<file path="src/verilog/wbk_cfg_pkg.sv">
package wbk_cfg_pkg;

    typedef logic [5:0]  wb_addr_t;  // word address on the register port
    typedef logic [31:0] wb_data_t;

    // register map, one 32-bit word per address
    localparam wb_addr_t REG_OFFSET0   = 6'd0;
    localparam wb_addr_t REG_OFFSET1   = 6'd1;
    localparam wb_addr_t REG_OFFSET2   = 6'd2;
    localparam wb_addr_t REG_STORE     = 6'd3;  // bit 31 picks the input base
    localparam wb_addr_t REG_LENGTH    = 6'd4;
    localparam wb_addr_t REG_CONTROL   = 6'd5;
    localparam wb_addr_t REG_STATUS    = 6'd6;  // read only
    localparam wb_addr_t REG_IN_BASE   = 6'd7;
    localparam wb_addr_t REG_OUT_BASE  = 6'd8;
    localparam wb_addr_t REG_CHAN_BASE = 6'd16; // channel c sits at this plus c

    // bits of REG_CONTROL, the channel number lives in bits 2:0
    localparam int CTRL_FENCE_BIT = 4;
    localparam int CTRL_SYNTH_BIT = 5;
    localparam int CTRL_START_BIT = 8;

    // command as the engine sees it at start
    typedef struct packed {
        logic [2:0][31:0] offsets;       // added to the base one per cycle
        logic             store_in_base;
        logic [30:0]      store_offset;
        logic [31:0]      length;        // lines to write
        logic [2:0]       channel;
        logic             fence;         // wait for every write response
        logic             synthetic;
        logic [31:0]      in_base;
        logic [31:0]      out_base;
    } wb_cmd_t;

    // per-channel read window, one register word
    typedef struct packed {
        logic [15:0] first_index;
        logic [15:0] count;
    } chan_cfg_t;

endpackage

</file>
<file path="src/verilog/wbk_regfile.sv">
module wbk_regfile #(
    parameter int NUM_CHANNELS = 2
) (
    input  logic                  clk,
    input  logic                  reset,

    input  logic                  wb_cyc,
    input  logic                  wb_stb,
    input  logic                  wb_we,
    input  wbk_cfg_pkg::wb_addr_t wb_adr,
    input  wbk_cfg_pkg::wb_data_t wb_dat_w,
    output wbk_cfg_pkg::wb_data_t wb_dat_r,
    output logic                  wb_ack,

    input  logic                  op_done,
    output logic                  start,
    output wbk_cfg_pkg::wb_cmd_t  cmd,
    output wbk_cfg_pkg::chan_cfg_t chan_cfg [NUM_CHANNELS]
);

    logic                  access;     // new cycle seen, ack goes out next
    logic                  start_arm;  // start accepted, pulse follows the ack
    logic                  busy;
    logic                  done;
    wbk_cfg_pkg::wb_data_t read_word;

    assign access = wb_cyc && wb_stb && !wb_ack;

    always_comb
    begin
        read_word = '0;  // unmapped words read as zero
        case (wb_adr)
            wbk_cfg_pkg::REG_OFFSET0:  read_word = cmd.offsets[0];
            wbk_cfg_pkg::REG_OFFSET1:  read_word = cmd.offsets[1];
            wbk_cfg_pkg::REG_OFFSET2:  read_word = cmd.offsets[2];
            wbk_cfg_pkg::REG_STORE:    read_word = {cmd.store_in_base, cmd.store_offset};
            wbk_cfg_pkg::REG_LENGTH:   read_word = cmd.length;
            wbk_cfg_pkg::REG_CONTROL:
            begin
                read_word[2:0] = cmd.channel;
                read_word[wbk_cfg_pkg::CTRL_FENCE_BIT] = cmd.fence;
                read_word[wbk_cfg_pkg::CTRL_SYNTH_BIT] = cmd.synthetic;
            end
            wbk_cfg_pkg::REG_STATUS:   read_word = {30'b0, done, busy};
            wbk_cfg_pkg::REG_IN_BASE:  read_word = cmd.in_base;
            wbk_cfg_pkg::REG_OUT_BASE: read_word = cmd.out_base;
            default:                   read_word = '0;
        endcase
        for (int c = 0; c < NUM_CHANNELS; c++)
        begin
            if (wb_adr == wbk_cfg_pkg::wb_addr_t'(wbk_cfg_pkg::REG_CHAN_BASE + c))
                read_word = chan_cfg[c];
        end
    end

    always_ff @(posedge clk)
    begin
        if (access)
            wb_dat_r <= read_word;  // lands together with ack
    end

    always_ff @(posedge clk)
    begin
        if (reset)
        begin
            wb_ack    <= 1'b0;
            start_arm <= 1'b0;
            start     <= 1'b0;
            busy      <= 1'b0;
            done      <= 1'b0;
            cmd       <= '0;
            for (int c = 0; c < NUM_CHANNELS; c++)
                chan_cfg[c] <= '0;
        end
        else
        begin
            wb_ack    <= access;
            start     <= start_arm;
            start_arm <= 1'b0;

            if (op_done)
            begin
                busy <= 1'b0;
                done <= 1'b1;  // sticky until the next accepted start
            end

            if (access && wb_we)
            begin
                case (wb_adr)
                    wbk_cfg_pkg::REG_OFFSET0:  cmd.offsets[0] <= wb_dat_w;
                    wbk_cfg_pkg::REG_OFFSET1:  cmd.offsets[1] <= wb_dat_w;
                    wbk_cfg_pkg::REG_OFFSET2:  cmd.offsets[2] <= wb_dat_w;
                    wbk_cfg_pkg::REG_STORE:    {cmd.store_in_base, cmd.store_offset} <= wb_dat_w;
                    wbk_cfg_pkg::REG_LENGTH:   cmd.length <= wb_dat_w;
                    wbk_cfg_pkg::REG_CONTROL:
                    begin
                        cmd.channel   <= wb_dat_w[2:0];
                        cmd.fence     <= wb_dat_w[wbk_cfg_pkg::CTRL_FENCE_BIT];
                        cmd.synthetic <= wb_dat_w[wbk_cfg_pkg::CTRL_SYNTH_BIT];
                        if (wb_dat_w[wbk_cfg_pkg::CTRL_START_BIT] && !busy)
                        begin
                            start_arm <= 1'b1;
                            busy      <= 1'b1;  // a second start now gets ignored
                            done      <= 1'b0;
                        end
                    end
                    wbk_cfg_pkg::REG_IN_BASE:  cmd.in_base <= wb_dat_w;
                    wbk_cfg_pkg::REG_OUT_BASE: cmd.out_base <= wb_dat_w;
                    default:                   ;
                endcase
                for (int c = 0; c < NUM_CHANNELS; c++)
                begin
                    if (wb_adr == wbk_cfg_pkg::wb_addr_t'(wbk_cfg_pkg::REG_CHAN_BASE + c))
                        chan_cfg[c] <= wb_dat_w;
                end
            end
        end
    end

endmodule

</file>
<file path="config.mk">
export PLATFORM = sky130hd
export DESIGN_NAME = wbk_regfile
export DESIGN_NICKNAME = d
export VERILOG_FILES = /design/src/verilog/wbk_cfg_pkg.sv /design/src/verilog/wbk_regfile.sv
export SDC_FILE = /design/constraint.sdc
export NUM_CORES = 1
export LEC_CHECK = 0
export BUFFER_PORTS_ARGS = -buffer_cell sky130_fd_sc_hd__buf_4
export CAP_MARGIN = 0
export CORE_MARGIN = 2
export CORE_UTILIZATION = 49
export CTS_BUF_LIST = sky130_fd_sc_hd__clkbuf_8
export CTS_CLUSTER_SIZE = 8
export DETAILED_ROUTE_END_ITERATION = 6
export MAX_ROUTING_LAYER = met4
export PLACE_DENSITY = 0.82
export SYNTH_ARGS = -nofsm -noshare
export SYNTH_HDL_FRONTEND = slang
export SYNTH_SLANG_ARGS = --single-unit
</file>
<file path="constraint.sdc">
create_clock -name clk -period 2.4 [get_ports clk]
set_clock_uncertainty 0.1 [all_clocks]
set_input_delay 0 -clock clk [delete_from_list [all_inputs] [get_ports clk]]
set_output_delay 0 -clock clk [all_outputs]
set_load 0.01 [all_outputs]
</file>
==> metrics.md <==
| Metric | Value |
|---|---|
| DR vias | 14900 |
| Largest net degree at the start of global routing | 109 |
| Setup WS post-layout | 0.148 ns |
| Buffers added on ports | 370 |
| RSZ-0062 raised after global routing | no |
| Post-Synth XOR/XNOR Area | 0 |
| Pre-CTS WS | 0.257 ns |
| DR pass1 iterations | 7 |
| Ys flop type | dfxtp_1 |
| Req. time, crit path | 2.80 ns |
| Relative slew slack | 0.267 |
| Setup_tns | 0 ns |
| Cell family with most CP delay | buffers and inverters |
| Register Area | 6930 µm² |
| Crit-path most repeated cell | buf_4 |
| Hold Path Stages | 5 |
| CTS tree | built |
| Die height | 172 µm |
| Worst r2r src | wb_ack |
| Final global-route overflow total | 0 |
| Routed wire per std cell | 23.6 µm |
| Final Hold Vio Count | 0 |
| Measured slew at the worst slew-check pin | 1.09 ns |
| Final setup violation count | 0 |
| 1st-iter DRT viols | 2403 |
| Layout Nets | 2105 |
| Pwr Total | 11.0 mW |
| Synth Area in Simple Gates | 0.215 |
| IO Pins | 371 |
| Skew-Pair Late Insertion Delay | 0.59 ns |
| Static leakage | 7.16 nW |
| FF-to-FF End | chan_cfg[47] |
| Final period util | 0.938 |
| Worst EP arrival | 2.66 ns |
| Clock Sinks | 330 |
| Slew Limit Fails | 0 |
| PwrDens | 598 nW/µm² |
| Outcome | finished, violations left |
| Hold Path Class | input port to flop |
| Yosys warning count | 0 |
| Core Area | 27800 µm² |
| Critical path cell sequence | dlygate4sd3_1, buf_4, nor4_4, and2_1, buf_4, and2_2, buf_4, nand2_1, a21oi_1 |
| Synthesized net count | 1734 |
| Root buffer cell | clkbuf_8 |
| Synthesized flop and latch total | 330 |
| R2R setup slack | 0.33 ns |
| CP Class | input port to flop |
| Crit start category | input port |
| Die area | 29600 µm² |
| Worst min-delay path startpoint | wb_adr[2] |
| Buf/Inv on CP | 4 |
| Slowest CP cell | dlygate4sd3_1 |
| Initial Utilization | 0.498 |
| Synth async-reset ratio | 0 |
| Placed wire-length estimate | 39.5 mm |
| Maxcap violations | 0 |
| CP max stage delay | 0.56 ns |
| CTS buffer count | 53 |
| Placer's final routability congestion estimate | 0.938 |
| Post-synth cell types | 55 |
| Clk slew on worst S/H paths | 0.07 ns |
| Mapped cell area | 13800 µm² |
| Compound-Gate Fraction of Synth Area | 0.192 |
| Max Clock Freq | 444 MHz |
| Vias in the first global route | 13900 |
| H-tree depth | 2 |
| First-pass GRT wire length | 84.2 mm |
| Final std cells w/o fill | 2485 |
| R2R depth | 7 |
| Area delta synth->final | 32.7% |
| Layout cells sized above 1 | 0.290 |
| Critical path capture point type | flop |
| Cells resized by post-CTS repair | 0 |
| Post-synth EDFFs | 32 |
| Largest family of logic cells by synthesized area | simple AND/OR/NAND/NOR gates |
| Post-Syn Instances | 1690 |
| Fillers | 2335 |
| Sequential share of the synthesized area | 0.500 |
| Hold endpoint | wb_dat_r[9] |
| Via density | 6.01 |
| Placed insts | 2346 |
| FP Rows | 61 |
| Die X | 172 µm |
| Max Root-Sink Buffers | 3 |
| Synth Area per Inst | 8.19 µm² |
| Multi-input logic area | 6070 µm² |
| Post-synthesis mux area share | 0.0260 |
| Final min period | 2.25 ns |
| DRC Markers | 5 |
| Failing checks | design-rule violations |
| Worst vdd ir | 0.386 mV |
| WL final | 58.6 mm |
| Initial antenna violation count | 2 |
| ANT nets after route | 0 |
| Post-Synth Adder-Cell Area | 0 |
| Overall global routing resource usage | 0.391 |
| Crit path max fanout | 17 |
[power by group]
group,internal [mW],leakage (nW),switching [mW]
clock network,2.54,0.644,2.25
logic,0.203,3.83,0.382
registers,5.60,2.68,0.0206
[tightest hold or removal path, stage by stage]
cell and delay (ns):
buf_4 0.13, or4b_4 0.18, nor2_4 0.07, a21oi_1 0.13
a31oi_1 0.09
[how the worst max path moves through the flow]
stage	from	end	slack (ns)	cells after the start
2_1_floorplan	wb_ack	done	0.05	7
3_3_place_gp	wb_adr[4]	cmd[4]	0.29	8
3_5_place_dp	wb_adr[4]	cmd[6]	0.26	8
4_1_cts	wb_adr[4]	cmd[135]	0.24	9
5_1_grt	wb_adr[4]	cmd[5]	0.10	9
6_report	wb_adr[4]	cmd[135]	0.15	9
[metrics by stage]
| stage | hold slack, ns | area [µm²] | util |
|---|---|---|---|
| CTS | 0.0375 | 18400 | 0.661 |
| global placement | 0.142 | 16900 | 0.610 |
| floorplan | 0.0378 | 13800 | - |
| finish | 0.0713 | 18400 | 0.661 |
| global route | 0.0835 | 18400 | 0.661 |
| detailed placement | 0.150 | 16900 | 0.610 |
[synthesized netlist by cell type (2+ instances only)]
cell type	number	area, µm²
nor2b_1	7	43.8
nor2_1	41	154
buf_4	14	105
a21oi_1	266	1330
clkbuf_1	65	244
and3_1	4	25.0
nand2_2	20	125
o2bb2ai_1	2	17.5
a222oi_1	22	220
a22oi_1	41	308
o21ai_0	22	110
dfxtp_1	298	5970
mux2_2	8	90.1
a21oi_2	32	280
nor3_1	3	15.0
nand2b_1	3	18.8
o21a_1	3	22.5
buf_2	66	330
o22a_1	6	52.6
buf_6	18	203
nand3_1	10	50.1
mux2i_1	27	270
or3_1	3	18.8
nand2_1	593	2230
o21ai_1	3	15.0
a221oi_1	14	123
buf_8	2	30.0
o22ai_1	3	18.8
and2_1	14	87.6
edfxtp_1	32	961
a31oi_1	17	106
or2_2	8	50.1
[cells by family (layout without fill, tap and decap cells)]
group	Yosys count	after routing
buffers and inverters	167	581
muxes	35	35
DFF	330	330
AOI/OAI and AO/OA	437	437
other	0	3
and+or+nand+nor	721	721
[registers in the layout, indices dropped and copies added (netlist names)]
register / cells
start_arm: 1
done: 1
cmd: 229
wb_ack: 1
chan_cfg: 64
wb_dat_r: 32
start: 1
busy: 1
[routing by layer]
| metal | global-route usage | up-vias | share of wire |
|---|---|---|---|
| li1 | - | 6454 | - |
| met1 | 0.494 | 6931 | 0.37 |
| met2 | 0.593 | 1286 | 0.45 |
| met3 | 0.0831 | 257 | 0.13 |
| met4 | 0.199 | 0 | 0.055 |
| met5 | - | - | 0 |
[final cells by class]
| class | instances | area share |
|---|---|---|
| clock buffers | 65 | 0.0487 |
| well taps | 378 | 0.0257 |
| inverters | 1 | 0.000204 |
| flip-flops and latches | 330 | 0.377 |
| clock inverters | 33 | 0.00851 |
| diodes | 3 | 0.000409 |
| multi-input cells | 1193 | 0.330 |
| repair buffers | 482 | 0.209 |
[placed cells by master, fill, tap and decap left out, drive strengths merged, types with 3 or more instances in the layout]
master,netlist,final
o21ai,25,25
a221oi,14,14
o22ai,3,3
o22a,6,6
buf,101,444
nand2,613,613
inv,1,30
and2,14,14
diode,0,3
nand3,10,10
dfxtp,298,298
mux2,8,8
nor3,4,4
dlygate4sd3,0,38
clkbuf,65,65
edfxtp,32,32
or2,9,9
nor2,43,43
a222oi,22,22
and3,4,4
o21a,3,3
nor2b,8,8
a31oi,17,17
or3,3,3
a21oi,298,298
mux2i,27,27
a22oi,41,41
nand2b,3,3
[timing repair]
item / CTS / global route
endpoints found under the hold margin: 300 / 0
buffers inserted: 0 / 0
hold buffers: 38 / 0
No activity file was read; power rests on OpenSTA's default activity.
